**src/hw/niuPkg.sv**
```systemverilog
package niuPkg;

    localparam int wordW = 32;
    localparam int regW = 5;
    localparam int opW = 5;
    localparam int immW = 17;
    localparam int memWords = 2048;
    localparam int memIndexW = 11;   // log2 of memWords

    typedef logic [wordW-1:0] word_t;
    typedef logic [regW-1:0] regSel_t;

    localparam word_t instrBytes = 32'd4;   // PC step per instruction
    localparam word_t pcStart = 32'h0;

    // Primary opcodes, instruction bits 31:27
    typedef enum logic [opW-1:0] {
        opAlu  = 5'b00000,   // Register-register, function in op2
        opAddi = 5'b00001,
        opAndi = 5'b00101,
        opOri  = 5'b00110,
        opXori = 5'b00111,
        opSuli = 5'b01000,
        opSuri = 5'b01010,
        opSsri = 5'b01011,
        opLw   = 5'b10000,
        opSw   = 5'b10011,
        opBeq  = 5'b11000,
        opBne  = 5'b11001,
        opBlt  = 5'b11010,
        opBle  = 5'b11011,
        opJal  = 5'b11111
    } op1_e;

    // Immediate opcodes share these codes
    typedef enum logic [opW-1:0] {
        aluSub = 5'b00000,
        aluAdd = 5'b00001,
        aluNot = 5'b00100,
        aluAnd = 5'b00101,
        aluOr  = 5'b00110,
        aluXor = 5'b00111,
        aluSul = 5'b01000,
        aluSur = 5'b01010,
        aluSsr = 5'b01011,
        aluEq  = 5'b10000,
        aluNeq = 5'b10001,
        aluLt  = 5'b10010,
        aluLeq = 5'b10011
    } aluFunc_e;

    typedef enum logic [4:0] {
        stFetch, stDecode,
        stAluB, stAluA, stAluExec, stAluWb,
        stMemA, stMemB, stMemExec, stMemMar, stLwMdr, stLwWb, stSwWrite,
        stBrA, stBrB, stBrCmp, stBrTest, stBrOff, stBrExec, stBrJump,
        stJalLink, stJalJump,
        stHalt
    } state_e;

    typedef enum logic [2:0] {
        busNone, busPc, busReg, busMem, busAlu, busImm, busImmShift
    } busSrc_e;

    typedef struct packed {
        logic     ldPc;
        logic     incPc;
        logic     ldIr;
        logic     ldMar;
        logic     wrMem;
        logic     wrReg;
        logic     ldA;
        logic     ldB;
        regSel_t  regSel;
        aluFunc_e aluFunc;
        busSrc_e  busSrc;
    } ctrl_t;

    typedef struct packed {
        logic [opW-1:0]  op1;
        regSel_t         rx;
        regSel_t         ry;
        regSel_t         rz;
        logic [opW-1:0]  op2;
        logic [immW-1:0] imm;
    } instrFields_t;

    typedef struct packed {
        logic                 valid;
        logic [memIndexW-1:0] index;   // Word index, not byte address
        word_t                data;
    } progLoad_t;

    typedef struct packed {
        logic  valid;
        word_t addr;   // Byte address
        word_t data;
    } storeEvent_t;

endpackage

```
**src/hw/niuRegFile.sv**
```systemverilog
`timescale 1ns/1ps

module niuRegFile (
    input  logic          clk,
    input  logic          reset,
    input  niuPkg::ctrl_t ctrl,
    input  niuPkg::word_t bus,
    output niuPkg::word_t regData
);

    niuPkg::word_t regs [2**niuPkg::regW];

    always_ff @(posedge clk or posedge reset) begin
        if (reset) begin
            regs <= '{default: '0};
        end else if (ctrl.wrReg) begin
            regs[ctrl.regSel] <= bus;
        end
    end

    // Same selector for read and write
    assign regData = regs[ctrl.regSel];

endmodule

```
**config.mk**
```make
export PLATFORM = sky130hd
export DESIGN_NAME = niuRegFile
export DESIGN_NICKNAME = d
export VERILOG_FILES = /design/src/hw/niuPkg.sv /design/src/hw/niuRegFile.sv
export SDC_FILE = /design/constraint.sdc
export NUM_CORES = 2
export LEC_CHECK = 0
export BUFFER_PORTS_ARGS = -buffer_cell sky130_fd_sc_hd__clkbuf_2
export CAP_MARGIN = 20
export CORE_MARGIN = 2
export CORE_UTILIZATION = 45
export DETAILED_ROUTE_END_ITERATION = 8
export HOLD_SLACK_MARGIN = 0.12
export PLACE_DENSITY = 0.59
export REMOVE_ABC_BUFFERS = 1
export SLEW_MARGIN = 5
export SYNTH_ARGS = -nofsm -noshare
export SYNTH_HDL_FRONTEND = slang
export SYNTH_SLANG_ARGS = --single-unit
```
**constraint.sdc**
```tcl
create_clock -name clk -period 60.6 [get_ports clk]
set_clock_uncertainty 0.1 [all_clocks]
set_input_delay 6.06 -clock clk [delete_from_list [all_inputs] [get_ports clk]]
set_output_delay 6.06 -clock clk [all_outputs]
set_load 0.05 [all_outputs]
```
* Yosys cells after proc, flatten, opt, wreduce, memory -nomap -nowiden
Cells that the tools add are included.
Word-level totals: bits in registers 1024, bits in latches 0, bits in writable memories 0, bits in read-only memories 0, word-level logic and storage cells 42, memories 0
Operators by class: add/subtract/negate cells 0, $mul 0, div/mod/pow operators 0, magnitude comparators 2, equal/unequal tests 0, shifts and indexed selects 0, muxes and demuxes 6, bitwise logic cells 1, reduce and logical (&&, ||, !) cells 1
Operators with widths (number):
- $bwmux W1024 | 1
- $bmux W32 S5 | 1
- $demux W32 S5 | 1
- $mux W32 | 3
- $ge A6 B6 Y1 const B | 1
- $lt A6 B1 Y1 const B | 1
- $not A5 Y6 | 1
- $logic_and A1 B1 Y1 | 1

* Depth between registers and ports, before layout
depth after elaboration 6, depth in mapped cells 8, mapped depth without buffers 4

* Worst setup path after synthesis
OpenSTA, ideal clock, no wires.
kind input to output, start point input ctrl[9] in the netlist's numbering, end point output regData[0], data arrival time 7.688 ns, data required time 54.440 ns, setup slack 46.752 ns, stages on the path 7, buffers on the path 3, cell sequence buf_2 buf_4 clkbuf_1 mux2i_1 o22ai_1 nor4_1 nand2_1
Between the ends: word-level cells in the longest chain between the ends 4
Ends and longest elaborated chain:
- from (decl) | line niuRegFile.sv:6 | input niuPkg::ctrl_t ctrl,
- $not A5 Y6 (not written as such) | line niuRegFile.sv:22 | assign regData = regs[ctrl.regSel];
- $bmux W32 S5 | line niuRegFile.sv:22
- $mux W32 (not written as such) (2 in series) | line niuRegFile.sv:22
- to (decl) | line niuRegFile.sv:8 | output niuPkg::word_t regData
Every way passes these cells. The select of a mux whose other input is x is not followed.

* Worst setup path after layout
start point input ctrl[9] in the netlist's numbering, end point output regData[16]
The elaborated chain is that of the path after synthesis.

==> run_results.csv <==
group,metric,value,unit
worst_hold_path,hold_start,"regs[605]$_DFFE_PP0P_",
die,start_util,45.5,%
grt,grt_use_met1,33.3,%
critical_path,worstReg2RegStart,"regs[613]$_DFFE_PP0P_",
route,wl,130000,um
finish,fin_nets,3293,
finish,final_cell_mix,"dfrtp_1, mux2_2, mux2i_1",
die,core_area,0.102,mm^2
critical_path,path_common_cell,"buf_4",
worst_hold_path,whs_path_depth,1,
critical_path,path_cells,"buf_8 -> buf_4 -> buf_4 -> buf_4 -> buf_4 -> mux2i_1 -> o22ai_1 -> nor4_1 -> nand2_1 -> clkbuf_2",
grt,global_route.usage.met2,40.8,%
grt,grt_max_degree,130,
worst_hold_path,worstHoldEndpoint,"regs[605]$_DFFE_PP0P_",
route,wl_per_cell,27.6,um
sta,finalCritPeriodShare,29.1,%
sta,tightestPinTransition,1130,ps
clock_network,cts_max_level,3,
power,clkPwrFrac,37.3,%
grt,grt_pass1_vias,30043,
yosys,synth_seq_area_share,55.2,%
sta,final.setup.tns,0,ps
route,drtIter0Drc,1762,
yosys,syn_area_per_cell,14.1,um^2
yosys,synth.area.top_cells,"dfrtp_1, mux2_2, mux2i_1",
sta,max-slew-margin-rel,23.8,%
yosys,postSynthCellCount,3297,
clock_network,cts_buffers,111,
finish,top_register,"regs",
die,die_w,325,um
yosys,yosys.area.top_type,"dfrtp_1",
die,ios,87,
yosys,syn-cell-area,0.0464,mm^2
sta,fmax,56.7,MHz
sta,holdWs,386,ps
sta,setup_ws,42950,ps
place,io_buffer_count,71,
route,viasPerCell,5.94,
grt,globalRouteOverflowTotal,0,
clock_network,cts_tree,"built",
route,firstDrtPassIters,5,
clock_network,clock_latency,670,ps
grt,grt.total_usage,24.6,%
clock_network,clockBufferDepth,3,
clock_network,ctsHoldBuffers,0,
critical_path,rr_worst_depth,1,
critical_path,arrival,11490,ps
place,dp_slack,42910,ps
job,drv_cap,0,
power,powerDensity,35.9,mW/mm^2
critical_path,cp.required,54440,ps
sta,finalCriticalPeriod,17650,ps
power,vdd_ir_drop_max,24.6,uV
sta,rsz0062_at_grt,"no",
die,placementRows,117,
die,die_area,0.106,mm^2
grt,top_usage_layer,"met2",
finish,reg_top3,"regs (1024)",
finish,area_growth,11.4,%
place,finalWeightedCongestion,0.757,
grt,grt_pass1_wl,196000,um
critical_path,critPathLaunchType,"input port",
power,leakage,24.1,nW
critical_path,r2r_setup_slack,59690,ps
clock_network,cts_resized,0,
yosys,synthDistinctLibCells,29,
clock_network,path_clk_slew,60,ps
critical_path,end_kind,"output port",
sta,finalSetupViolCount,0,
power,netSwitchingPower,0.480,mW
finish,final_common_cell,"dfrtp_1",
yosys,yosysWarnings,0,
power,p_int,1.38,mW
power,power_frac_seq,47.7,%
route,vias,27916,
sta,drv_slew,0,
critical_path,r2r_end,"regs[613]$_DFFE_PP0P_",
place,hpwl,70700,um
route,drtAntennaViolNets,0,
critical_path,slowest_delay,890,ps
grt,use_met3,3.64,%
die,die_height,325,um
finish,antenna_cells,0,
critical_path,path_buf_inv,6,
critical_path,crit_fanout,74,
sta,hold_viol_final,0,
route,drc,0,
clock_network,cts.sinks,1024,
yosys,synth_seq_cells,1024,
critical_path,crit_slowest_cell,"buf_4",
worst_hold_path,hold_class,"reg2reg",
critical_path,crit_type,"in2out",
status,status,"complete, no violations",
clock_network,root_buffer,"clkbuf_16",
grt,antenna_found_initial,3,
power,sw_frac_of_total,25.9,%
finish,largest_register_ffs,1024,
clock_network,post_cts_buffers,0,
finish,drive_above_1_share,40.3,%
critical_path,path_delay_family,"buffers and inverters",
power,comb_power_share,15.0,%
yosys,synth_top_area_share,55.2,%
[power by group through the flow]
stage	Clock, mW	Combinational [mW]	Sequential (mW)
floorplan	0	0.210	0.878
global placement	0	0.267	0.882
detailed placement	0	0.281	0.895
CTS	0.710	0.282	0.883
global route	0.741	0.305	0.900
finish	0.694	0.279	0.885
[synthesized netlist by cell type]
master / instances
nor3_4: 3
nor3_2: 2
and3_1: 1
mux2i_1: 512
nor2_1: 3
nor2_2: 12
mux2_1: 66
nand3_1: 5
nand3_2: 1
nor3b_2: 3
o22ai_1: 256
or4b_1: 4
or4_1: 1
nand2_1: 47
buf_6: 3
buf_2: 161
dfrtp_1: 1024
inv_1: 1
nor4_1: 64
nand4_1: 1
or2_1: 1
or2_4: 1
mux2_2: 958
nand4b_1: 4
clkbuf_1: 126
buf_4: 28
or3b_4: 1
nand3b_2: 2
nand4bb_1: 6
[area by class of cell]
class | count | area (um^2)
clock buffers | 172 | 3440
clock inverters | 35 | 403
fillers | 8655 | 50300
inverters | 1 | 11.3
multi-input cells | 1954 | 19500
flip-flops and latches | 1024 | 25600
well taps | 1368 | 1710
repair buffers | 146 | 1020
[stage by stage]
step | instance area, um^2 | util (%) | total power [mW] | instances
final | 51700 | 50.7 | 1.86 | 4700
after global routing | 51700 | 50.7 | 1.95 | 4700
after CTS | 51600 | 50.6 | 1.88 | 4696
after detailed placement | 47800 | 46.8 | 1.18 | 4489
after global placement | 47700 | 46.8 | 1.15 | 4488
after floorplan | 44900 | - | 1.09 | 2979
[how the worst max path moves through the flow]
stage	start	to	slack (ps)	depth (start not counted)
after CTS	ctrl[9]	regData[16]	42890	10
after floorplan	reset	regs[0]$_DFFE_PP0P_	25620	1
after global routing	ctrl[9]	regData[16]	42770	10
after detailed placement	ctrl[9]	regData[16]	42910	10
final	ctrl[9]	regData[16]	42950	10
after global placement	ctrl[9]	regData[16]	42960	10
[cells by family (layout without fill, tap and decap cells)]
kind of cell	Yosys count	count (layout)	synth area share (%)
and+or+nand+nor	162	162	2.19
muxes	1536	1536	35.9
buffers and inverters	319	354	3.29
AOI/OAI and AO/OA	256	256	3.45
DFF	1024	1024	55.2
[metal layers]
metal	vias to the layer above	wire (um)
met5	-	27
met3	219	5880
met1	15032	57400
met2	661	62400
met4	4	4010
li1	12000	-
No activity file was read; power rests on OpenSTA's default activity.
