**src/hw/niuPkg.sv**
```systemverilog
package niuPkg;

    localparam int wordW = 32;
    localparam int regW = 5;
    localparam int opW = 5;
    localparam int immW = 17;
    localparam int memWords = 2048;
    localparam int memIndexW = 11;   // log2 of memWords

    typedef logic [wordW-1:0] word_t;
    typedef logic [regW-1:0] regSel_t;

    localparam word_t instrBytes = 32'd4;   // PC step per instruction
    localparam word_t pcStart = 32'h0;

    // Primary opcodes, instruction bits 31:27
    typedef enum logic [opW-1:0] {
        opAlu  = 5'b00000,   // Register-register, function in op2
        opAddi = 5'b00001,
        opAndi = 5'b00101,
        opOri  = 5'b00110,
        opXori = 5'b00111,
        opSuli = 5'b01000,
        opSuri = 5'b01010,
        opSsri = 5'b01011,
        opLw   = 5'b10000,
        opSw   = 5'b10011,
        opBeq  = 5'b11000,
        opBne  = 5'b11001,
        opBlt  = 5'b11010,
        opBle  = 5'b11011,
        opJal  = 5'b11111
    } op1_e;

    // Immediate opcodes share these codes
    typedef enum logic [opW-1:0] {
        aluSub = 5'b00000,
        aluAdd = 5'b00001,
        aluNot = 5'b00100,
        aluAnd = 5'b00101,
        aluOr  = 5'b00110,
        aluXor = 5'b00111,
        aluSul = 5'b01000,
        aluSur = 5'b01010,
        aluSsr = 5'b01011,
        aluEq  = 5'b10000,
        aluNeq = 5'b10001,
        aluLt  = 5'b10010,
        aluLeq = 5'b10011
    } aluFunc_e;

    typedef enum logic [4:0] {
        stFetch, stDecode,
        stAluB, stAluA, stAluExec, stAluWb,
        stMemA, stMemB, stMemExec, stMemMar, stLwMdr, stLwWb, stSwWrite,
        stBrA, stBrB, stBrCmp, stBrTest, stBrOff, stBrExec, stBrJump,
        stJalLink, stJalJump,
        stHalt
    } state_e;

    typedef enum logic [2:0] {
        busNone, busPc, busReg, busMem, busAlu, busImm, busImmShift
    } busSrc_e;

    typedef struct packed {
        logic     ldPc;
        logic     incPc;
        logic     ldIr;
        logic     ldMar;
        logic     wrMem;
        logic     wrReg;
        logic     ldA;
        logic     ldB;
        regSel_t  regSel;
        aluFunc_e aluFunc;
        busSrc_e  busSrc;
    } ctrl_t;

    typedef struct packed {
        logic [opW-1:0]  op1;
        regSel_t         rx;
        regSel_t         ry;
        regSel_t         rz;
        logic [opW-1:0]  op2;
        logic [immW-1:0] imm;
    } instrFields_t;

    typedef struct packed {
        logic                 valid;
        logic [memIndexW-1:0] index;   // Word index, not byte address
        word_t                data;
    } progLoad_t;

    typedef struct packed {
        logic  valid;
        word_t addr;   // Byte address
        word_t data;
    } storeEvent_t;

endpackage

```
**src/hw/niuControl.sv**
```systemverilog
`timescale 1ns/1ps

module niuControl (
    input  logic                 clk,
    input  logic                 reset,
    input  niuPkg::instrFields_t fields,
    input  logic                 branchTaken,
    output niuPkg::ctrl_t        ctrl,
    output logic                 halted
);

    niuPkg::state_e   state;
    niuPkg::state_e   nextState;
    niuPkg::aluFunc_e brFunc;
    logic             isRegOp;
    logic             op2Legal;

    assign isRegOp = (fields.op1 == niuPkg::opAlu);
    assign halted = (state == niuPkg::stHalt);

    // Kept register-register functions
    always_comb begin
        case (fields.op2)
            niuPkg::aluSub, niuPkg::aluAdd, niuPkg::aluNot, niuPkg::aluAnd,
            niuPkg::aluOr, niuPkg::aluXor, niuPkg::aluSul, niuPkg::aluSur,
            niuPkg::aluSsr, niuPkg::aluEq, niuPkg::aluNeq, niuPkg::aluLt,
            niuPkg::aluLeq: op2Legal = 1'b1;
            default:        op2Legal = 1'b0;
        endcase
    end

    always_comb begin
        case (fields.op1)
            niuPkg::opBne: brFunc = niuPkg::aluNeq;
            niuPkg::opBlt: brFunc = niuPkg::aluLt;
            niuPkg::opBle: brFunc = niuPkg::aluLeq;
            default:       brFunc = niuPkg::aluEq;
        endcase
    end

    always_ff @(posedge clk or posedge reset) begin
        if (reset) begin
            state <= niuPkg::stFetch;
        end else begin
            state <= nextState;
        end
    end

    always_comb begin
        ctrl = '0;
        nextState = state;
        case (state)
            niuPkg::stFetch: begin
                ctrl.ldIr = 1'b1;
                ctrl.incPc = 1'b1;
                nextState = niuPkg::stDecode;
            end
            niuPkg::stDecode: begin
                case (fields.op1)
                    niuPkg::opAlu:
                        nextState = op2Legal ? niuPkg::stAluB : niuPkg::stHalt;
                    niuPkg::opAddi, niuPkg::opAndi, niuPkg::opOri, niuPkg::opXori,
                    niuPkg::opSuli, niuPkg::opSuri, niuPkg::opSsri:
                        nextState = niuPkg::stAluB;
                    niuPkg::opLw, niuPkg::opSw:
                        nextState = niuPkg::stMemA;
                    niuPkg::opBeq, niuPkg::opBne, niuPkg::opBlt, niuPkg::opBle:
                        nextState = niuPkg::stBrA;
                    niuPkg::opJal:
                        nextState = niuPkg::stJalLink;
                    default:
                        nextState = niuPkg::stHalt;   // Unknown opcode
                endcase
            end

            // ALU ops, B first so A can come from rx either way
            niuPkg::stAluB: begin
                ctrl.ldB = 1'b1;
                if (isRegOp) begin
                    ctrl.busSrc = niuPkg::busReg;
                    ctrl.regSel = fields.ry;
                end else begin
                    ctrl.busSrc = niuPkg::busImm;
                end
                nextState = niuPkg::stAluA;
            end
            niuPkg::stAluA: begin
                ctrl.ldA = 1'b1;
                ctrl.busSrc = niuPkg::busReg;
                ctrl.regSel = fields.rx;
                nextState = niuPkg::stAluExec;
            end
            niuPkg::stAluExec: begin
                ctrl.aluFunc = isRegOp ? niuPkg::aluFunc_e'(fields.op2)
                                       : niuPkg::aluFunc_e'(fields.op1);
                nextState = niuPkg::stAluWb;
            end
            niuPkg::stAluWb: begin
                ctrl.busSrc = niuPkg::busAlu;
                ctrl.wrReg = 1'b1;
                ctrl.regSel = isRegOp ? fields.rz : fields.ry;   // rz overlaps imm
                nextState = niuPkg::stFetch;
            end

            // LW and SW share the address computation
            niuPkg::stMemA: begin
                ctrl.ldA = 1'b1;
                ctrl.busSrc = niuPkg::busReg;
                ctrl.regSel = fields.rx;
                nextState = niuPkg::stMemB;
            end
            niuPkg::stMemB: begin
                ctrl.ldB = 1'b1;
                ctrl.busSrc = niuPkg::busImm;
                nextState = niuPkg::stMemExec;
            end
            niuPkg::stMemExec: begin
                ctrl.aluFunc = niuPkg::aluAdd;
                nextState = niuPkg::stMemMar;
            end
            niuPkg::stMemMar: begin
                ctrl.ldMar = 1'b1;
                ctrl.busSrc = niuPkg::busAlu;
                nextState = (fields.op1 == niuPkg::opLw) ? niuPkg::stLwMdr
                                                         : niuPkg::stSwWrite;
            end
            niuPkg::stLwMdr: nextState = niuPkg::stLwWb;   // MDR loads from MAR
            niuPkg::stLwWb: begin
                ctrl.busSrc = niuPkg::busMem;
                ctrl.wrReg = 1'b1;
                ctrl.regSel = fields.ry;
                nextState = niuPkg::stFetch;
            end
            niuPkg::stSwWrite: begin
                ctrl.busSrc = niuPkg::busReg;
                ctrl.regSel = fields.ry;
                ctrl.wrMem = 1'b1;
                nextState = niuPkg::stFetch;
            end

            niuPkg::stBrA: begin
                ctrl.ldA = 1'b1;
                ctrl.busSrc = niuPkg::busReg;
                ctrl.regSel = fields.rx;
                nextState = niuPkg::stBrB;
            end
            niuPkg::stBrB: begin
                ctrl.ldB = 1'b1;
                ctrl.busSrc = niuPkg::busReg;
                ctrl.regSel = fields.ry;
                nextState = niuPkg::stBrCmp;
            end
            niuPkg::stBrCmp: begin
                ctrl.aluFunc = brFunc;
                nextState = niuPkg::stBrTest;
            end
            // Compare result visible now; A takes the PC in case the branch is taken
            niuPkg::stBrTest: begin
                ctrl.ldA = 1'b1;
                ctrl.busSrc = niuPkg::busPc;
                nextState = branchTaken ? niuPkg::stBrOff : niuPkg::stFetch;
            end
            niuPkg::stBrOff: begin
                ctrl.ldB = 1'b1;
                ctrl.busSrc = niuPkg::busImmShift;
                nextState = niuPkg::stBrExec;
            end
            niuPkg::stBrExec: begin
                ctrl.aluFunc = niuPkg::aluAdd;
                nextState = niuPkg::stBrJump;
            end
            niuPkg::stBrJump: begin
                ctrl.ldPc = 1'b1;
                ctrl.busSrc = niuPkg::busAlu;
                nextState = niuPkg::stFetch;
            end

            niuPkg::stJalLink: begin
                ctrl.wrReg = 1'b1;
                ctrl.busSrc = niuPkg::busPc;   // Already incremented
                ctrl.regSel = fields.ry;
                nextState = niuPkg::stJalJump;
            end
            niuPkg::stJalJump: begin
                ctrl.ldPc = 1'b1;
                ctrl.busSrc = niuPkg::busReg;
                ctrl.regSel = fields.rx;
                nextState = niuPkg::stFetch;
            end

            niuPkg::stHalt: nextState = niuPkg::stHalt;   // Only reset leaves
            default:        nextState = niuPkg::stHalt;
        endcase
    end

endmodule

```
**config.mk**
```make
export PLATFORM = sky130hd
export DESIGN_NAME = niuControl
export DESIGN_NICKNAME = d
export VERILOG_FILES = /design/src/hw/niuPkg.sv /design/src/hw/niuControl.sv
export SDC_FILE = /design/constraint.sdc
export NUM_CORES = 1
export LEC_CHECK = 0
export CAP_MARGIN = 20
export CORE_MARGIN = 4
export CORE_UTILIZATION = 50
export DETAILED_ROUTE_END_ITERATION = 8
export DONT_BUFFER_PORTS = 1
export GPL_TIMING_DRIVEN = 1
export PLACE_DENSITY = 0.68
export SLEW_MARGIN = 20
export SYNTH_ARGS = -nofsm -noshare
export SYNTH_HDL_FRONTEND = slang
export SYNTH_SLANG_ARGS = --single-unit
export TNS_END_PERCENT = 50
```
**constraint.sdc**
```tcl
create_clock -name clk -period 4.3 [get_ports clk]
set_clock_uncertainty 0.2 [all_clocks]
set_input_delay 0.43 -clock clk [delete_from_list [all_inputs] [get_ports clk]]
set_output_delay 0.43 -clock clk [all_outputs]
set_load 0.05 [all_outputs]
```
* Yosys cells after proc, flatten, opt, wreduce, memory -nomap -nowiden
Memory sizes are Yosys's and may differ from the RTL's.
Cells that the tools add are included.
** Storage, ports and cells
- Bits in read-only memories :: 32
- Input bits :: 45
- Output and inout bits :: 22
- Flip-flop bits (word level) :: 5
- Logic and storage cells :: 74
- Memories :: 1
** Memory list
- (no name shown) :: depth 32, bits a word 1, rd ports 1, clocked after Yosys merged registers in 0, write ports 0, RTL line niuControl.sv:23 : case (fields.op2)
** Cells by class
- Equality and inequality tests :: 36
- Reduce and logical (&&, ||, !) cells :: 16
- Multiplexer cells :: 20
** Operators by type and width (number)
- 5-bit one-hot mux with 18 select lines :: 1
- 5-bit == test, second input constant :: 14
- 5-bit by 4-bit == test with 1-bit output, second input constant :: 11
- 5-bit by 3-bit == test with 1-bit output, second input constant :: 7
- 5-bit 2-to-1 mux :: 5
- 5-bit one-hot mux with 5 select lines :: 1
- 3-bit one-hot mux with 7 select lines :: 1
- 5-bit one-hot mux with 4 select lines :: 1
- 4-bit OR reduction :: 5
- 5-bit one-hot mux with 3 select lines :: 1
- 5-bit by 1-bit == test with 1-bit output, second input constant :: 2
- 5-bit by 2-bit == test with 1-bit output, second input constant :: 2
- 5-bit logical NOT :: 2
- 2-bit OR reduction :: 4
- 7-bit OR reduction :: 1
- 1-bit 2-to-1 mux :: 6
- 3-bit 2-to-1 mux :: 2
- 2-bit one-hot mux with 3 select lines :: 1
- 3-bit OR reduction :: 2
- 6-bit OR reduction :: 1
- 5-bit OR reduction :: 1
- 2-bit 2-to-1 mux :: 1

* Depth between registers and ports, before layout
- Depth after elaboration :: 4
- Gate-level depth with buffers :: 7
- Depth with buffers taken out :: 5

* Least setup slack after synthesis
Ideal clock, no wire load.
- Path kind :: flip-flop to output port
- Start :: register state[1]
- End :: output port ctrl[19] in the netlist's numbering
- Data required time :: 3670 ps
- Path buffers :: 3
- Stages on the path, launching flop included :: 6
- Slack :: 1253 ps
- Arrival time :: 2417 ps
- Cell sequence :: dfrtp_1 > buf_4 > or3_1 > clkbuf_1 > nor3_1 > buf_4
** RTL lines
- start, declared :: RTL line niuControl.sv:12 : niuPkg::state_e state;
- start signal, assigned :: RTL line niuControl.sv:43 : state <= niuPkg::stFetch;
- start signal, assigned :: RTL line niuControl.sv:45 : state <= nextState;
- end, declared :: RTL line niuControl.sv:8 : output niuPkg::ctrl_t ctrl,

==> results.toml <==
[drt]
via_per_inst = 6.67
wl_met1_microns = 1240
wl_met3_microns = 306
drtIter0Drc = 65
routedWlPerCell_microns = 15.9
wl_met2_microns = 1540
topRoutingLayerUsed = "met4"
totalWireLength_microns = 3120
drc = 0
firstDrtPassIters = 4
dr_total_vias = 1314
ant_nets = 0

[floorplan]
fp-row-count = 17
ios = 67
die_w_microns = 55.9
initial_utilization = 0.524
core-area_sq_mm = 0.00219
die_h_microns = 55.9
dieArea_sq_mm = 0.00313

[logic_synthesis]
synth-async-reset-ratio = 1.00
avgSynthCellArea_sq_um = 6.56
ys_seq_area_frac = 0.109
synthTopCellsByArea = "dfrtp_1 (11%), o21ai_0 (8.3%), nand2_1 (6.2%), nor2_1 (6.2%), a21oi_1 (4.4%)"
synth_ff_type = "dfrtp_1"
synth_edf_count = 0
synth.top_cell.area_share = 0.109
yosys_warnings = 0
synth_top_area_cell = "dfrtp_1"
ys_ff_latch = 5
synth_area_sq_mm = 0.00115
synthDistinctLibCells = 49
synthCells = 175
synthesis.nets = 220
ys_top_cells_by_count = "nand2_1 (19), nor2_1 (19), o21ai_0 (19), a21oi_1 (10), inv_1 (9)"

[sta]
fmax_mhz = 307
relSlewSlack = 0.287
hold_viol = 0
worst_slew_pin_slew_ns = 1.07
fin_crit_ns = 3.26
fin_setup_tns_ns = 0
holdWs_ns = 0.169
rsz0062_at_grt = "false"
setup_viol = 0
finalCritPeriodShare = 0.758
timing.final.ws_setup_ns = 1.04
slew_violations = 0

[critical_path]
r2r_end = "state[4]"
crit_slowest_cell = "nor2_1"
worstPathCellList = "or3_1, or3_1, nor2_1"
end_kind = "output port"
reg2reg_from = "state[0]"
rr_worst_depth = 5
crit_type = "reg -> out"
crit_required_ns = 3.67
max_stage_delay_ns = 0.71
crit_path_frequent_cell = "or3_1"
crit_fanout = 26
r2r_setup_slack_ns = 2.20
arrival_ns = 2.63
crit_path_start_kind = "flop"

[placed_design]
post-place-ws_ns = 1.31
placedCellCount = 192
io_buffers = 0
finalWeightedCongestion = 0.858
dp_hpwl_microns = 2390

[cells_and_area]
diodes = 0
top_regs = "state x5"
layout.cells.non_filler = 197
utilization = 0.531
regMostFlops = "state"
largest_reg_flops = 5
fin_nets = 215
syn_to_final_growth_pct = 1.42
layout-drive-gt1-share = 0.142

[clock_tree]
clock_latency_ns = 0.25
cts_tree = "yes"
clk_path_buf_depth = 2
clk_pin_slew_ns = 0.05
ctsResizeCount = 0
clock-sinks = 5
htreeDepth = 1
cts_made_buffers = 3
root_buffer = "clkbuf_4"

[grt]
grt_usage = 0.206
grt_max_degree = 27
overflow = 0
grt_pass1_vias = 1281
grt_pass1_wl_microns = 5440
grt_antenna_before_repair = 0

[worst_hold_path]
min_to = "state[2]"
holdPathStages = 2
hp-start = "fields[41]"
hp-class = "in -> reg"

[outcome]
status = "completed"

[power_and_ir_drop]
p_leak_nw = 0.440
power.density_mw_per_mm2 = 1030
ir_drop_v = 0.000465

[flow_run]
maxCapViolCount = 0
## kinds of logic after synthesis
group                      after synthesis  share of synthesized area
and+or+nand+nor                         71                      0.320
AOI/OAI and AO/OA                       68                      0.398
muxes                                    1                    0.00872
buffers and inverters                   27                      0.141
adders and majority gates                1                    0.00872
xor gates and xnor gates                 2                     0.0153
DFF                                      5                      0.109
## through the flow
step / instance area, sq um / power [W]
6_report: 1160 / 0.00120
5_1_grt: 1160 / 0.00129
4_1_cts: 1160 / 0.00120
3_5_place_dp: 1130 / 0.00114
3_3_place_gp: 1130 / 0.00113
2_1_floorplan: 1150 / 0.00103
## power by group
part	switching, W	internal, W
Combinational	0.000693	0.000261
Sequential	0.000116	0.0000713
Clock	0.0000211	0.0000352
Total	0.000830	0.000368
## worst max-delay path: cells and delay by family, from the launching register on
kind / cells / cell delay [ns]
AND/OR/NAND/NOR: 3 / 1.69
flip-flops: 1 / 0.67
## placed cells by master, fill, tap and decap left out, drive strengths merged, types with 6 or more instances in the layout
| cell type | Yosys | layout |
|---|---|---|
| inv | 9 | 9 |
| a31oi | 6 | 6 |
| nor2 | 19 | 19 |
| nand2 | 19 | 19 |
| buf | 7 | 6 |
| o21ai | 26 | 26 |
| nor3 | 9 | 9 |
| a21oi | 11 | 11 |
## how the worst max path moves through the flow
stage                     to  cells past startpoint     start
detailed placement   ctrl[8]                      5  state[0]
finish               ctrl[5]                      3  state[1]
floorplan           ctrl[19]                      5  state[1]
CTS                  ctrl[8]                      5  state[0]
global route         ctrl[9]                      4  state[1]
global placement     ctrl[8]                      5  state[0]
## per-layer routing
layer | vias up | global-route usage
li1 | 643 | -
met1 | 592 | 0.235
met2 | 73 | 0.358
met3 | 6 | 0.0580
met4 | 0 | 0.0847
met5 | - | 0
## area by class of cell
class / instances / area (sq um)
fillers: 212 / 1030
well taps: 28 / 35.0
repair buffers: 7 / 58.8
multi-input cells: 143 / 881
clock buffers: 4 / 26.3
flip-flops and latches: 5 / 125
inverters: 10 / 37.5
## repair_timing
item / 4_1_cts / 5_1_grt
hold buffers: 1 / 0
setup buffers: 0 / 0
hold endpoints to repair: 5 / 0
Note: power is estimated with default switching activity, not from simulation.
