--- src/hw/niuPkg.sv ---
package niuPkg;

    localparam int wordW = 32;
    localparam int regW = 5;
    localparam int opW = 5;
    localparam int immW = 17;
    localparam int memWords = 2048;
    localparam int memIndexW = 11;   // log2 of memWords

    typedef logic [wordW-1:0] word_t;
    typedef logic [regW-1:0] regSel_t;

    localparam word_t instrBytes = 32'd4;   // PC step per instruction
    localparam word_t pcStart = 32'h0;

    // Primary opcodes, instruction bits 31:27
    typedef enum logic [opW-1:0] {
        opAlu  = 5'b00000,   // Register-register, function in op2
        opAddi = 5'b00001,
        opAndi = 5'b00101,
        opOri  = 5'b00110,
        opXori = 5'b00111,
        opSuli = 5'b01000,
        opSuri = 5'b01010,
        opSsri = 5'b01011,
        opLw   = 5'b10000,
        opSw   = 5'b10011,
        opBeq  = 5'b11000,
        opBne  = 5'b11001,
        opBlt  = 5'b11010,
        opBle  = 5'b11011,
        opJal  = 5'b11111
    } op1_e;

    // Immediate opcodes share these codes
    typedef enum logic [opW-1:0] {
        aluSub = 5'b00000,
        aluAdd = 5'b00001,
        aluNot = 5'b00100,
        aluAnd = 5'b00101,
        aluOr  = 5'b00110,
        aluXor = 5'b00111,
        aluSul = 5'b01000,
        aluSur = 5'b01010,
        aluSsr = 5'b01011,
        aluEq  = 5'b10000,
        aluNeq = 5'b10001,
        aluLt  = 5'b10010,
        aluLeq = 5'b10011
    } aluFunc_e;

    typedef enum logic [4:0] {
        stFetch, stDecode,
        stAluB, stAluA, stAluExec, stAluWb,
        stMemA, stMemB, stMemExec, stMemMar, stLwMdr, stLwWb, stSwWrite,
        stBrA, stBrB, stBrCmp, stBrTest, stBrOff, stBrExec, stBrJump,
        stJalLink, stJalJump,
        stHalt
    } state_e;

    typedef enum logic [2:0] {
        busNone, busPc, busReg, busMem, busAlu, busImm, busImmShift
    } busSrc_e;

    typedef struct packed {
        logic     ldPc;
        logic     incPc;
        logic     ldIr;
        logic     ldMar;
        logic     wrMem;
        logic     wrReg;
        logic     ldA;
        logic     ldB;
        regSel_t  regSel;
        aluFunc_e aluFunc;
        busSrc_e  busSrc;
    } ctrl_t;

    typedef struct packed {
        logic [opW-1:0]  op1;
        regSel_t         rx;
        regSel_t         ry;
        regSel_t         rz;
        logic [opW-1:0]  op2;
        logic [immW-1:0] imm;
    } instrFields_t;

    typedef struct packed {
        logic                 valid;
        logic [memIndexW-1:0] index;   // Word index, not byte address
        word_t                data;
    } progLoad_t;

    typedef struct packed {
        logic  valid;
        word_t addr;   // Byte address
        word_t data;
    } storeEvent_t;

endpackage

--- src/hw/niuDatapath.sv ---
`timescale 1ns/1ps

module niuDatapath (
    input  logic                 clk,
    input  logic                 reset,
    input  niuPkg::ctrl_t        ctrl,
    input  niuPkg::word_t        instr,
    input  niuPkg::word_t        regData,
    input  niuPkg::word_t        memData,
    input  niuPkg::word_t        aluOut,
    output niuPkg::word_t        bus,
    output niuPkg::word_t        pc,
    output niuPkg::word_t        mar,
    output niuPkg::instrFields_t fields
);

    niuPkg::word_t ir;
    niuPkg::word_t immExt;
    niuPkg::word_t immShift;

    always_ff @(posedge clk or posedge reset) begin
        if (reset) begin
            pc <= niuPkg::pcStart;
            ir <= '0;
        end else begin
            if (ctrl.ldPc) begin
                pc <= bus;
            end else if (ctrl.incPc) begin
                pc <= pc + niuPkg::instrBytes;
            end
            if (ctrl.ldIr) begin
                ir <= instr;
            end
        end
    end

    always_ff @(posedge clk) begin
        if (ctrl.ldMar) begin
            mar <= bus;
        end
    end

    // Instruction layout; rz, op2 and imm overlap
    assign fields = '{
        op1: ir[31:27],
        rx:  ir[26:22],
        ry:  ir[21:17],
        rz:  ir[16:12],
        op2: ir[4:0],
        imm: ir[16:0]
    };

    assign immExt = {{(niuPkg::wordW - niuPkg::immW){fields.imm[niuPkg::immW-1]}},
                     fields.imm};
    assign immShift = immExt * niuPkg::instrBytes;   // Branch offset in words

    // Bus source select
    always_comb begin
        case (ctrl.busSrc)
            niuPkg::busPc:       bus = pc;
            niuPkg::busReg:      bus = regData;
            niuPkg::busMem:      bus = memData;
            niuPkg::busAlu:      bus = aluOut;
            niuPkg::busImm:      bus = immExt;
            niuPkg::busImmShift: bus = immShift;
            default:             bus = '0;   // Idle bus
        endcase
    end

endmodule

--- config.mk ---
export PLATFORM = sky130hd
export DESIGN_NAME = niuDatapath
export DESIGN_NICKNAME = d
export VERILOG_FILES = /design/src/hw/niuPkg.sv /design/src/hw/niuDatapath.sv
export SDC_FILE = /design/constraint.sdc
export NUM_CORES = 1
export LEC_CHECK = 0
export ABC_AREA = 1
export BUFFER_PORTS_ARGS = -buffer_cell sky130_fd_sc_hd__clkbuf_2
export CORE_MARGIN = 1.5
export CORE_UTILIZATION = 47
export DETAILED_ROUTE_END_ITERATION = 7
export GPL_TIMING_DRIVEN = 0
export PLACE_DENSITY = 0.83
export SYNTH_ARGS = -nofsm -noshare
export SYNTH_HDL_FRONTEND = slang
export SYNTH_SLANG_ARGS = --single-unit
--- constraint.sdc ---
create_clock -name clk -period 2 [get_ports clk]
set_input_delay 0.1 -clock clk [delete_from_list [all_inputs] [get_ports clk]]
set_output_delay 0.1 -clock clk [all_outputs]
set_load 0.1 [all_outputs]
Word-level counts from Yosys, hierarchy flattened --
Index checks and enable logic that the tools add are counted.
Storage, ports and cells: register bits 96, latch bits 0, bits in writable memories 0, ROM bits 0, logic and storage cells 14, memories kept 0
Cells by class: add/subtract/negate cells 1, multipliers 0, divide/modulo/power cells 0, magnitude comparators 0, eq/ne operators 6, shift-type cells 0, muxes and demuxes 3, bitwise logic cells 0, reduce and logical (&&, ||, !) cells 1
Operators by type and width (count):
- 32-bit one-hot mux with 6 select lines | 1
- 32-bit 2-to-1 mux | 2
- 32-bit by 3-bit adder with 32-bit output (second input constant) | 1
- 3-bit equality test (second input constant) | 3
- 3-bit by 2-bit equality test with 1-bit output (second input constant) | 2
- 3-bit by 1-bit equality test with 1-bit output (second input constant) | 1
- 2-bit nonzero test | 1

Depth between registers and ports, before layout --
Gate-level depths: netlist of run 1.
depth in word-level cells 3, gate-level depth with buffers 11, mapped depth without buffers 10

Worst setup path after synthesis of run 1 --
OpenSTA, ideal clock, no wires.
path kind reg2reg, start point reg ir[16], end point reg mar[20], data pin, setup time 0.652 ns, arrival time 2.330 ns, required time 1.348 ns, slack -0.982 ns, stages on the path, launching flop included 6, buffers on the path 1, period minus slack after synthesis 2.982 ns, cell sequence dfrtp_1 > nand4_1 > nand2_2 > buf_6 > a21oi_1 > nand4_1
On the way: cells in the longest elaborated chain, start to end 1
Ends and longest elaborated chain:
- from (decl) | RTL line niuDatapath.sv:17 | niuPkg::word_t ir;
- from (signal assigned) | RTL line niuDatapath.sv:32 | ir <= instr;
- 32-bit one-hot mux with 6 select lines | RTL line niuDatapath.sv:59 | case (ctrl.busSrc)
- net bus[20] | RTL line niuDatapath.sv:11 | output niuPkg::word_t bus,
- to (signal assigned) | RTL line niuDatapath.sv:39 | mar <= bus;
- to (decl) | RTL line niuDatapath.sv:13 | output niuPkg::word_t mar,
The timed path passes the listed nets, and every way through them passes these cells. A chain may end at the register's enable or synchronous reset.

Final worst setup path of run 1 --
start point reg ir[16], end point out bus[20]
On the way: cells in the longest elaborated chain, start to end 1
Ends and longest elaborated chain (RTL line):
- 32-bit one-hot mux with 6 select lines | niuDatapath.sv:59
- to (decl) | niuDatapath.sv:11
No other way between the ends.

==> results.sh, run 1 <==
export IMPL_gr_total_overflow=0
export IMPL_syn_to_final_growth_pct=40.1
export IMPL_dp_cells=1273
export IMPL_htree_levels=3
export IMPL_holdWs_ps=82.1
export IMPL_fin_cells=1325
export IMPL_ioPinCount=289
export IMPL_num_fill_cells=1070
export IMPL_routedWlPerCell_um=17.4
export IMPL_cts_root_buffer="clkbuf_16"
export IMPL_ys_ff_latch=96
export IMPL_clk_latency_ps=360
export IMPL_finalCritPeriodShare=1.01
export IMPL_slew_viol_final=0
export IMPL_antenna_found_initial=0
export IMPL_fmax_mhz=493
export IMPL_drt_pass1_iterations=5
export IMPL_multi_input_area_sq_um=2840
export IMPL_cts_sinks=96
export IMPL_worstMarginPinSlew_ps=870
export IMPL_die_h_um=116
export IMPL_syn_avg_cell_area_sq_um=7.24
export IMPL_start_kind="flip-flop"
export IMPL_drtIter0Drc=519
export IMPL_netlist_area_sq_um=6030
export IMPL_power_density_nw_per_um2=977
export IMPL_max_slew_margin_rel=0.420
export IMPL_cts_tree="done"
export IMPL_rows=41
export IMPL_seq_area_sq_um=2590
export IMPL_die_w_um=116
export IMPL_ir_worst_vdd_mv=0.741
export IMPL_synth_seq_area_share=0.425
export IMPL_worst_slack_ps=-29.7
export IMPL_syn_num_nets=985
export IMPL_synth_edff_count=32
export IMPL_synthArstFlopShare=0.667
export IMPL_grt_max_degree=65
export IMPL_path_class="reg -> out"
export IMPL_holdCritPathClass="in -> reg"
export IMPL_wirelength_um=23100
export IMPL_syn_inst=833
export IMPL_maxCapViolations=0
export IMPL_synthTopCellsByCount="269 x nand2_1, 106 x inv_1, 83 x nor2_1, 64 x dfrtp_1, 55 x nand3_1"
export IMPL_synth_most_common_cell="nand2_1"
export IMPL_crit_path_end_kind="output port"
export IMPL_rsz0062_at_grt="yes"
export IMPL_cts_buffers=9
export IMPL_clkTransAtPathRegs_ps=70
export IMPL_place_ws_ps=109
export IMPL_finalCriticalPeriod_ps=2030
export IMPL_yosysWarningCount=0
export IMPL_cp_required_ps=1900
export IMPL_drive_gt1_frac=0.371
export IMPL_synth_distinct_cells=38
export IMPL_dpl_hpwl_um=17100
export IMPL_gp_congestion=0.948
export IMPL_p_total_mw=8.25
export IMPL_skew_ps=8.53
export IMPL_hold_viol=0
export IMPL_ys_flop_type="dfrtp_1"
export IMPL_core_sq_um=12600
export IMPL_start_util=0.480
export IMPL_viasPerCell=5.26
export IMPL_nets=1300
export IMPL_io_buffers=268
export IMPL_netlist_top_cells_area="dfrtp_1 27%, nand2_1 17%, edfxtp_1 16%"
export IMPL_drc=0
export IMPL_grt_pass1_wl_um=34200
export IMPL_violations="setup timing"
export IMPL_die_area_sq_um=13500
export IMPL_setup_viol=1
export IMPL_ant_nets=0
export IMPL_yosysTopAreaCellShare=0.266
export IMPL_p_leak_nw=4.40
export IMPL_grt_total_usage=0.344
export IMPL_netlist_top_cell_by_area="dfrtp_1"
export IMPL_vias=6966
export IMPL_num_antenna_cells=0
export IMPL_crit_arrival_ps=1930
export IMPL_status="finished, violations left"
export IMPL_path_max_fanout=6
export IMPL_grt_pass1_vias=6411
export IMPL_cts_max_path_buffers=2
==> cell usage in the layout, fill, tap and decap left out, types with 2 or more instances in the layout <==
master and instances:
edfxtp_1 32, clkbuf_2 252, clkinv_2 2, nor2_4 5, buf_4 21, o21a_1 3
clkbuf_4 2, nand3_1 54, buf_12 2, nor2_1 81, o21ai_1 12, o21ai_0 51
dfrtp_2 25, mux2_2 17, clkbuf_1 7, nor3_1 2, nor2_2 5, a21oi_1 16
nand3_2 5, o22ai_1 9, inv_2 11, clkbuf_16 12, nand2_4 2, xor2_1 7
buf_1 3, nand2_1 242, dfrtp_1 39, dlygate4sd3_1 33, inv_4 3, buf_6 7
buf_2 20, nand4_1 24, nand2_2 31, inv_1 103
==> path summary, 6_finish.rpt <==
check / slack [ps] / start / cells past startpoint / end
worst max register to register: 200 / ir[16] / 6 / mar[20]
worst min-delay path: 80 / regData[28] / 3 / mar[28]
max in group asynchronous: 910 / reset / 3 / pc[31]
worst min register to register: 510 / ir[30] / 1 / ir[30]
min in group asynchronous: 470 / reset / 3 / ir[4]
worst max-delay path: -30 / ir[16] / 6 / bus[20]
==> worst max-delay path: stages (launching register included) <==
cell and delay, ps:
dfrtp_2 430, nand4_1 220, nand2_4 130, buf_12 160, a21oi_2 100, nand4_1 250, buf_12 270
==> cell families after synthesis <==
group           count (synthesis)  synth area share
flops                          96             0.425
fa+ha+maj                       1           0.00207
simple gates                  457             0.329
mux                            17            0.0317
buf+inv                       160             0.119
compound gates                 94            0.0818
xor+xnor                        8            0.0116
==> area by class of cell <==
type	count	area share
buffer	42	0.0329
clock buffer	14	0.0351
tap	172	0.0255
inverter	118	0.0533
multi-input combinational	577	0.336
sequential	96	0.307
timing repair buffer	304	0.208
clock inverter	2	0.00119
==> repair_timing <==
| item | CTS | global route |
|---|---|---|
| pin swaps | 1 | 0 |
| setup buffers | 1 | 1 |
| endpoints found under the hold margin | 95 | 1 |
| gates cloned | 0 | 1 |
| gates resized for setup | 13 | 22 |
| setup endpoints to repair | 10 | 12 |
| hold buffers | 32 | 1 |
==> per-stage QoR <==
| stage | setup TNS (ps) | area, sq um | utilization |
|---|---|---|---|
| global placement | -42070 | 7690 | 0.612 |
| global route | -50.2 | 8450 | 0.672 |
| CTS | 0 | 8370 | 0.666 |
| floorplan | -2890 | 6140 | - |
| detailed placement | 0 | 7700 | 0.612 |
| finish | -29.7 | 8450 | 0.672 |
==> flip-flops by register name (all words and copies together) (netlist names) <==
name / count
mar: 32
ir: 32
pc: 32
==> routing by layer <==
layer | vias up | wire length, um | part of all wire | track usage
li1 | 3271 | - | - | -
met1 | 3206 | 8690 | 0.38 | 0.421
met2 | 429 | 11100 | 0.48 | 0.591
met3 | 60 | 2300 | 0.10 | 0.0607
met4 | 0 | 1040 | 0.045 | 0.163
met5 | - | 0 | 0 | 0
==> where the power goes <==
part	internal, mW	switching (mW)
registers	2.29	0.251
logic	0.681	3.23
clock network	1.03	0.773
total	4.00	4.25
(Power assumes the default switching activity.)
==> run 2: changes to the inputs <==
--- a/config.mk
+++ b/config.mk
@@ -11,7 +11,10 @@
 export CORE_UTILIZATION = 47
 export DETAILED_ROUTE_END_ITERATION = 7
 export GPL_TIMING_DRIVEN = 0
+export MAX_ROUTING_LAYER = met4
 export PLACE_DENSITY = 0.83
+export RECOVER_POWER = 25
+export SETUP_SLACK_MARGIN = 0.1
 export SYNTH_ARGS = -nofsm -noshare
 export SYNTH_HDL_FRONTEND = slang
 export SYNTH_SLANG_ARGS = --single-unit
==> run 2 against run 1 <==
  * Clock power about the same
  * Critical path depth unchanged
  * Combinational power about the same
  * Register-to-register slack improved by 100 ps
  * Sequential share of layout area about the same
  * Final cell count unchanged
  * Sequential power about the same
  * Utilization increased by 0.42 points
  * The run ends with capacitance limit, slew limit left
  * Die area unchanged
  * Critical path type unchanged
==> results.sh, run 2 (synthesized netlist as in run 1, its figures left out) <==
export IMPL_io_buffers=268
export IMPL_die_w_um=116
export IMPL_drt_pass1_iterations=5
export IMPL_gr_total_overflow=0
export IMPL_viasPerCell=5.19
export IMPL_fin_cells=1325
export IMPL_slew_viol_final=33
export IMPL_drtIter0Drc=616
export IMPL_maxCapViolations=1
export IMPL_drc=0
export IMPL_start_util=0.480
export IMPL_dpl_instance_area_sq_um=7770
export IMPL_finalCriticalPeriod_ps=1930
export IMPL_ioPinCount=289
export IMPL_path_class="reg -> out"
export IMPL_critPathSlowestCell="dfrtp_2"
export IMPL_dp_cells=1273
export IMPL_hold_viol=0
export IMPL_rows=41
export IMPL_p_leak_nw=4.38
export IMPL_holdCritPathClass="in -> reg"
export IMPL_layout_commonest_cell="clkbuf_2"
export IMPL_seq_area_sq_um=2610
export IMPL_ant_nets=0
export IMPL_holdWs_ps=93.0
export IMPL_htree_levels=3
export IMPL_core_sq_um=12600
export IMPL_path_cells="nand4_1 > nand2_2 > buf_8 > a21oi_2 > nand4_1 > buf_8"
export IMPL_gp_congestion=0.971
export IMPL_reg_top3="ir (32), mar (32), pc (32)"
export IMPL_violations="capacitance limit, slew limit"
export IMPL_syn_to_final_growth_pct=40.9
export IMPL_grt_pass1_wl_um=34000
export IMPL_clk_latency_ps=360
export IMPL_setup_viol=0
export IMPL_die_h_um=116
export IMPL_fmax_mhz=517
export IMPL_cts_buffers=9
export IMPL_path_delay_family="simple AND/OR/NAND/NOR gates"
export IMPL_max_slew_margin_rel=-0.339
export IMPL_max_stage_delay_ps=440
export IMPL_power_density_nw_per_um2=976
export IMPL_vias=6877
export IMPL_wirelength_um=23100
export IMPL_grt_max_degree=65
export IMPL_num_antenna_cells=0
export IMPL_worstMarginPinSlew_ps=2010
export IMPL_die_area_sq_um=13500
export IMPL_cts_max_path_buffers=2
export IMPL_clkTransAtPathRegs_ps=70
export IMPL_ir_worst_vdd_mv=0.822
export IMPL_final_cell_mix="252 x clkbuf_2, 243 x nand2_1, 103 x inv_1"
export IMPL_grt_pass1_vias=6295
export IMPL_worst_path_buf_inv=2
export IMPL_grt_total_usage=0.354
export IMPL_routedWlPerCell_um=17.4
export IMPL_start_kind="flip-flop"
export IMPL_cts_sinks=96
export IMPL_antenna_found_initial=0
export IMPL_crit_path_end_kind="output port"
export IMPL_num_fill_cells=1095
export IMPL_nets=1300
export IMPL_skew_ps=8.10
export IMPL_cp_required_ps=1900
export IMPL_p_total_mw=8.29
export IMPL_rsz0062_at_grt="yes"
export IMPL_multi_input_area_sq_um=2870
export IMPL_cts_tree="done"
export IMPL_drive_gt1_frac=0.382
export IMPL_status="finished, violations left"
export IMPL_finalCritPeriodShare=0.967
export IMPL_crit_arrival_ps=1830
export IMPL_cts_root_buffer="clkbuf_16"
export IMPL_post_route_cell_area_sq_um=8500
export IMPL_path_max_fanout=10
export IMPL_dpl_hpwl_um=17000
[run 2: final timing paths]
| path | from | end | slack (ps) | cells past startpoint |
|---|---|---|---|---|
| worst max-delay path | ir[16] | bus[20] | 70 | 6 |
| min in group asynchronous | reset | ir[4] | 700 | 3 |
| worst max register to register | ir[16] | mar[20] | 300 | 6 |
| worst min-delay path | regData[21] | mar[21] | 90 | 3 |
| worst min register to register | ir[25] | ir[25] | 510 | 1 |
| max in group asynchronous | reset | pc[18] | 330 | 3 |
[run 2: where the power goes]
part           leakage [nW]  total, mW  internal (mW)  switching [mW]
clock                 0.151       1.82          0.985           0.831
sequential             1.05       2.55           2.30           0.251
combinational          3.17       3.93          0.695            3.23
total                  4.38       8.29           3.98            4.31
[run 2: worst register-to-register path, delay by kind of cell (launching register included)]
kind / cells / cell delay (ps)
buffers and inverters: 2 / 430
DFF: 1 / 440
and+or+nand+nor: 3 / 500
AOI/OAI and AO/OA: 1 / 100
[run 2: per-layer routing]
metal | vias up | global-route usage | wire (um)
met3 | 54 | 0.0540 | 2080
met2 | 401 | 0.573 | 11000
met4 | 0 | 0.178 | 903
li1 | 3273 | - | -
met1 | 3149 | 0.432 | 9060
met5 | - | - | 0
[run 2: repair_timing]
item	in CTS	in global routing
pin swaps	1	1
endpoints found under the hold margin	96	0
endpoints found under the setup margin	12	19
hold buffers	33	0
gates resized for setup	21	8
setup buffers	1	2
[run 2: area by class of cell]
cell class,count,share of cell area
buffer,42,0.0318
clock buffer,9,0.0265
clock inverter,7,0.00898
inverter,118,0.0527
multi-input combinational,577,0.338
sequential,96,0.308
tap,172,0.0253
timing repair buffer,304,0.210
[run 2: per-stage QoR]
| stage | TNS, ps | worst slack, ps | util |
|---|---|---|---|
| after floorplan | -2890 | -718 | - |
| after global placement | -47070 | -818 | 0.618 |
| after detailed placement | 0 | 184 | 0.618 |
| after CTS | 0 | 36.2 | 0.676 |
| after global routing | 0 | 25.5 | 0.676 |
| final | 0 | 65.0 | 0.676 |
==> run 3: changes to the inputs <==
--- a/config.mk
+++ b/config.mk
@@ -8,11 +8,12 @@
 export ABC_AREA = 1
 export BUFFER_PORTS_ARGS = -buffer_cell sky130_fd_sc_hd__clkbuf_2
 export CORE_MARGIN = 1.5
-export CORE_UTILIZATION = 47
+export CORE_UTILIZATION = 48
+export CTS_BUF_LIST = sky130_fd_sc_hd__clkbuf_8
 export DETAILED_ROUTE_END_ITERATION = 7
 export GPL_TIMING_DRIVEN = 0
 export MAX_ROUTING_LAYER = met4
-export PLACE_DENSITY = 0.83
+export PLACE_DENSITY = 0.85
 export RECOVER_POWER = 25
 export SETUP_SLACK_MARGIN = 0.1
 export SYNTH_ARGS = -nofsm -noshare
==> run 3 against run 2 <==
  * The run still ends with capacitance limit, slew limit left
  * Utilization is 3.5 points higher
  * Global-route usage is 2.5 points higher
  * Clock skew is 0.91 ps higher
  * Critical path type unchanged
  * Largest power group unchanged
==> results.sh, run 3 (synthesized netlist as in run 1, its figures left out) <==
export IMPL_cts_sinks=96
export IMPL_p_leak_nw=4.43
export IMPL_cts_buffers=9
export IMPL_start_util=0.498
export IMPL_p_total_mw=8.01
export IMPL_clk_latency_ps=390
export IMPL_clkTransAtPathRegs_ps=100
export IMPL_slew_viol_final=33
export IMPL_wl_met1_um=9360
export IMPL_path_class="reg -> out"
export IMPL_fmax_mhz=525
export IMPL_antenna_found_initial=0
export IMPL_rows=40
export IMPL_drc=0
export IMPL_grt_pass1_wl_um=35900
export IMPL_reg_top3="ir (32), mar (32), pc (32)"
export IMPL_regToRegSetupSlack_ps=240
export IMPL_holdCritPathClass="in -> reg"
export IMPL_vias=7065
export IMPL_dpl_hpwl_um=17400
export IMPL_cts_tree="done"
export IMPL_max_slew_margin_rel=-0.296
export IMPL_violations="capacitance limit, slew limit"
export IMPL_grt_total_usage=0.379
export IMPL_path_max_fanout=6
export IMPL_maxCapViolations=1
export IMPL_worstMarginPinSlew_ps=1940
export IMPL_crit_path_start="ir[16]"
export IMPL_num_fill_cells=1008
export IMPL_ir_worst_vdd_mv=0.862
export IMPL_cts_max_path_buffers=2
export IMPL_syn_to_final_growth_pct=42.9
export IMPL_layout_commonest_cell="clkbuf_2"
export IMPL_place_ws_ps=121
export IMPL_r2r_end="mar[20]"
export IMPL_final_cell_mix="243 x clkbuf_2, 242 x nand2_1, 106 x inv_1"
export IMPL_skew_ps=9.01
export IMPL_setup_viol=0
export IMPL_wl_met3_um=2070
export IMPL_core_sq_um=12100
export IMPL_routed_wl_met2_um=11500
export IMPL_finalCritPeriodShare=0.953
export IMPL_viasPerCell=5.33
export IMPL_gr_total_overflow=0
export IMPL_reg2reg_from="ir[16]"
export IMPL_rsz0062_at_grt="yes"
export IMPL_grt_max_degree=65
export IMPL_drtIter0Drc=573
export IMPL_crit_path_end_kind="output port"
export IMPL_crit_arrival_ps=1810
export IMPL_reg2reg_depth=7
export IMPL_cts_root_buffer="clkbuf_8"
export IMPL_drt_pass1_iterations=5
export IMPL_start_kind="flip-flop"
export IMPL_htree_levels=3
export IMPL_routedWlPerCell_um=18.3
export IMPL_nets=1304
export IMPL_top_layer="met4"
export IMPL_ant_nets=0
export IMPL_die_w_um=115
export IMPL_crit_end="bus[20]"
export IMPL_finalCriticalPeriod_ps=1910
export IMPL_die_h_um=115
export IMPL_cp_required_ps=1900
export IMPL_worst_slack_ps=93.6
export IMPL_grt_pass1_vias=6716
export IMPL_gp_congestion=0.993
export IMPL_status="finished, violations left"
export IMPL_wirelength_um=24200
export IMPL_die_area_sq_um=13200
export IMPL_drive_gt1_frac=0.389
export IMPL_ioPinCount=289
export IMPL_num_antenna_cells=0
export IMPL_power_density_nw_per_um2=929
export IMPL_io_buffers=268
export IMPL_hold_viol=0
[run 3: stage by stage]
| stage | utilization | TNS, ps | hold WS [ps] | area, sq um | cells |
|---|---|---|---|---|---|
| 3_5_place_dp | 0.641 | 0 | 314 | 7760 | 1269 |
| 6_report | 0.712 | 0 | 48.7 | 8620 | 1325 |
| 4_1_cts | 0.709 | 0 | 47.9 | 8590 | 1323 |
| 2_1_floorplan | - | -2890 | 212 | 6210 | 833 |
| 5_1_grt | 0.712 | 0 | 54.2 | 8620 | 1325 |
| 3_3_place_gp | 0.641 | -48620 | 306 | 7760 | 1269 |
[run 3: power by group]
part / switching (mW) / total [mW] / internal, mW
registers: 0.262 / 2.56 / 2.30
clock network: 0.761 / 1.41 / 0.647
logic: 3.27 / 4.04 / 0.767
total: 4.29 / 8.01 / 3.71
[run 3: worst min path at each step]
stage | start | endpoint | depth (start not counted)
after floorplan | ctrl[17] | mar[0] | 0
after global placement | instr[0] | ir[0] | 3
after detailed placement | instr[14] | ir[14] | 3
after CTS | regData[1] | mar[1] | 3
after global routing | regData[21] | mar[21] | 3
final | regData[1] | mar[1] | 3
[run 3: what timing repair did]
item | in CTS | in global routing
pin swaps | 3 | 7
hold endpoints to repair | 96 | 0
setup endpoints to repair | 16 | 26
hold buffers | 33 | 0
resized for setup | 48 | 18
gates cloned | 1 | 0
setup buffers | 4 | 3
[run 3: final cells by class]
cell class                      instances  area (sq um)  share of cell area
Buffer                                 42           275              0.0319
Clock buffer                           11           151              0.0176
Clock inverter                          5          53.8             0.00624
Inverter                              118           448              0.0520
Multi-Input combinational cell        577          2940               0.341
Sequential cell                        96          2610               0.303
Tap cell                              168           210              0.0244
Timing Repair Buffer                  308          1930               0.224
[run 3: critical path, stage by stage, from the launching register on]
cell	delay (ps)
dfrtp_2	430
nand4_1	150
nand2_4	110
buf_12	150
a21oi_4	100
nand4_1	210
buf_12	250
[run 3: routing by layer]
metal	up-vias	track usage
met4	0	0.202
met3	80	0.0675
met5	-	-
li1	3278	-
met2	456	0.616
met1	3251	0.449
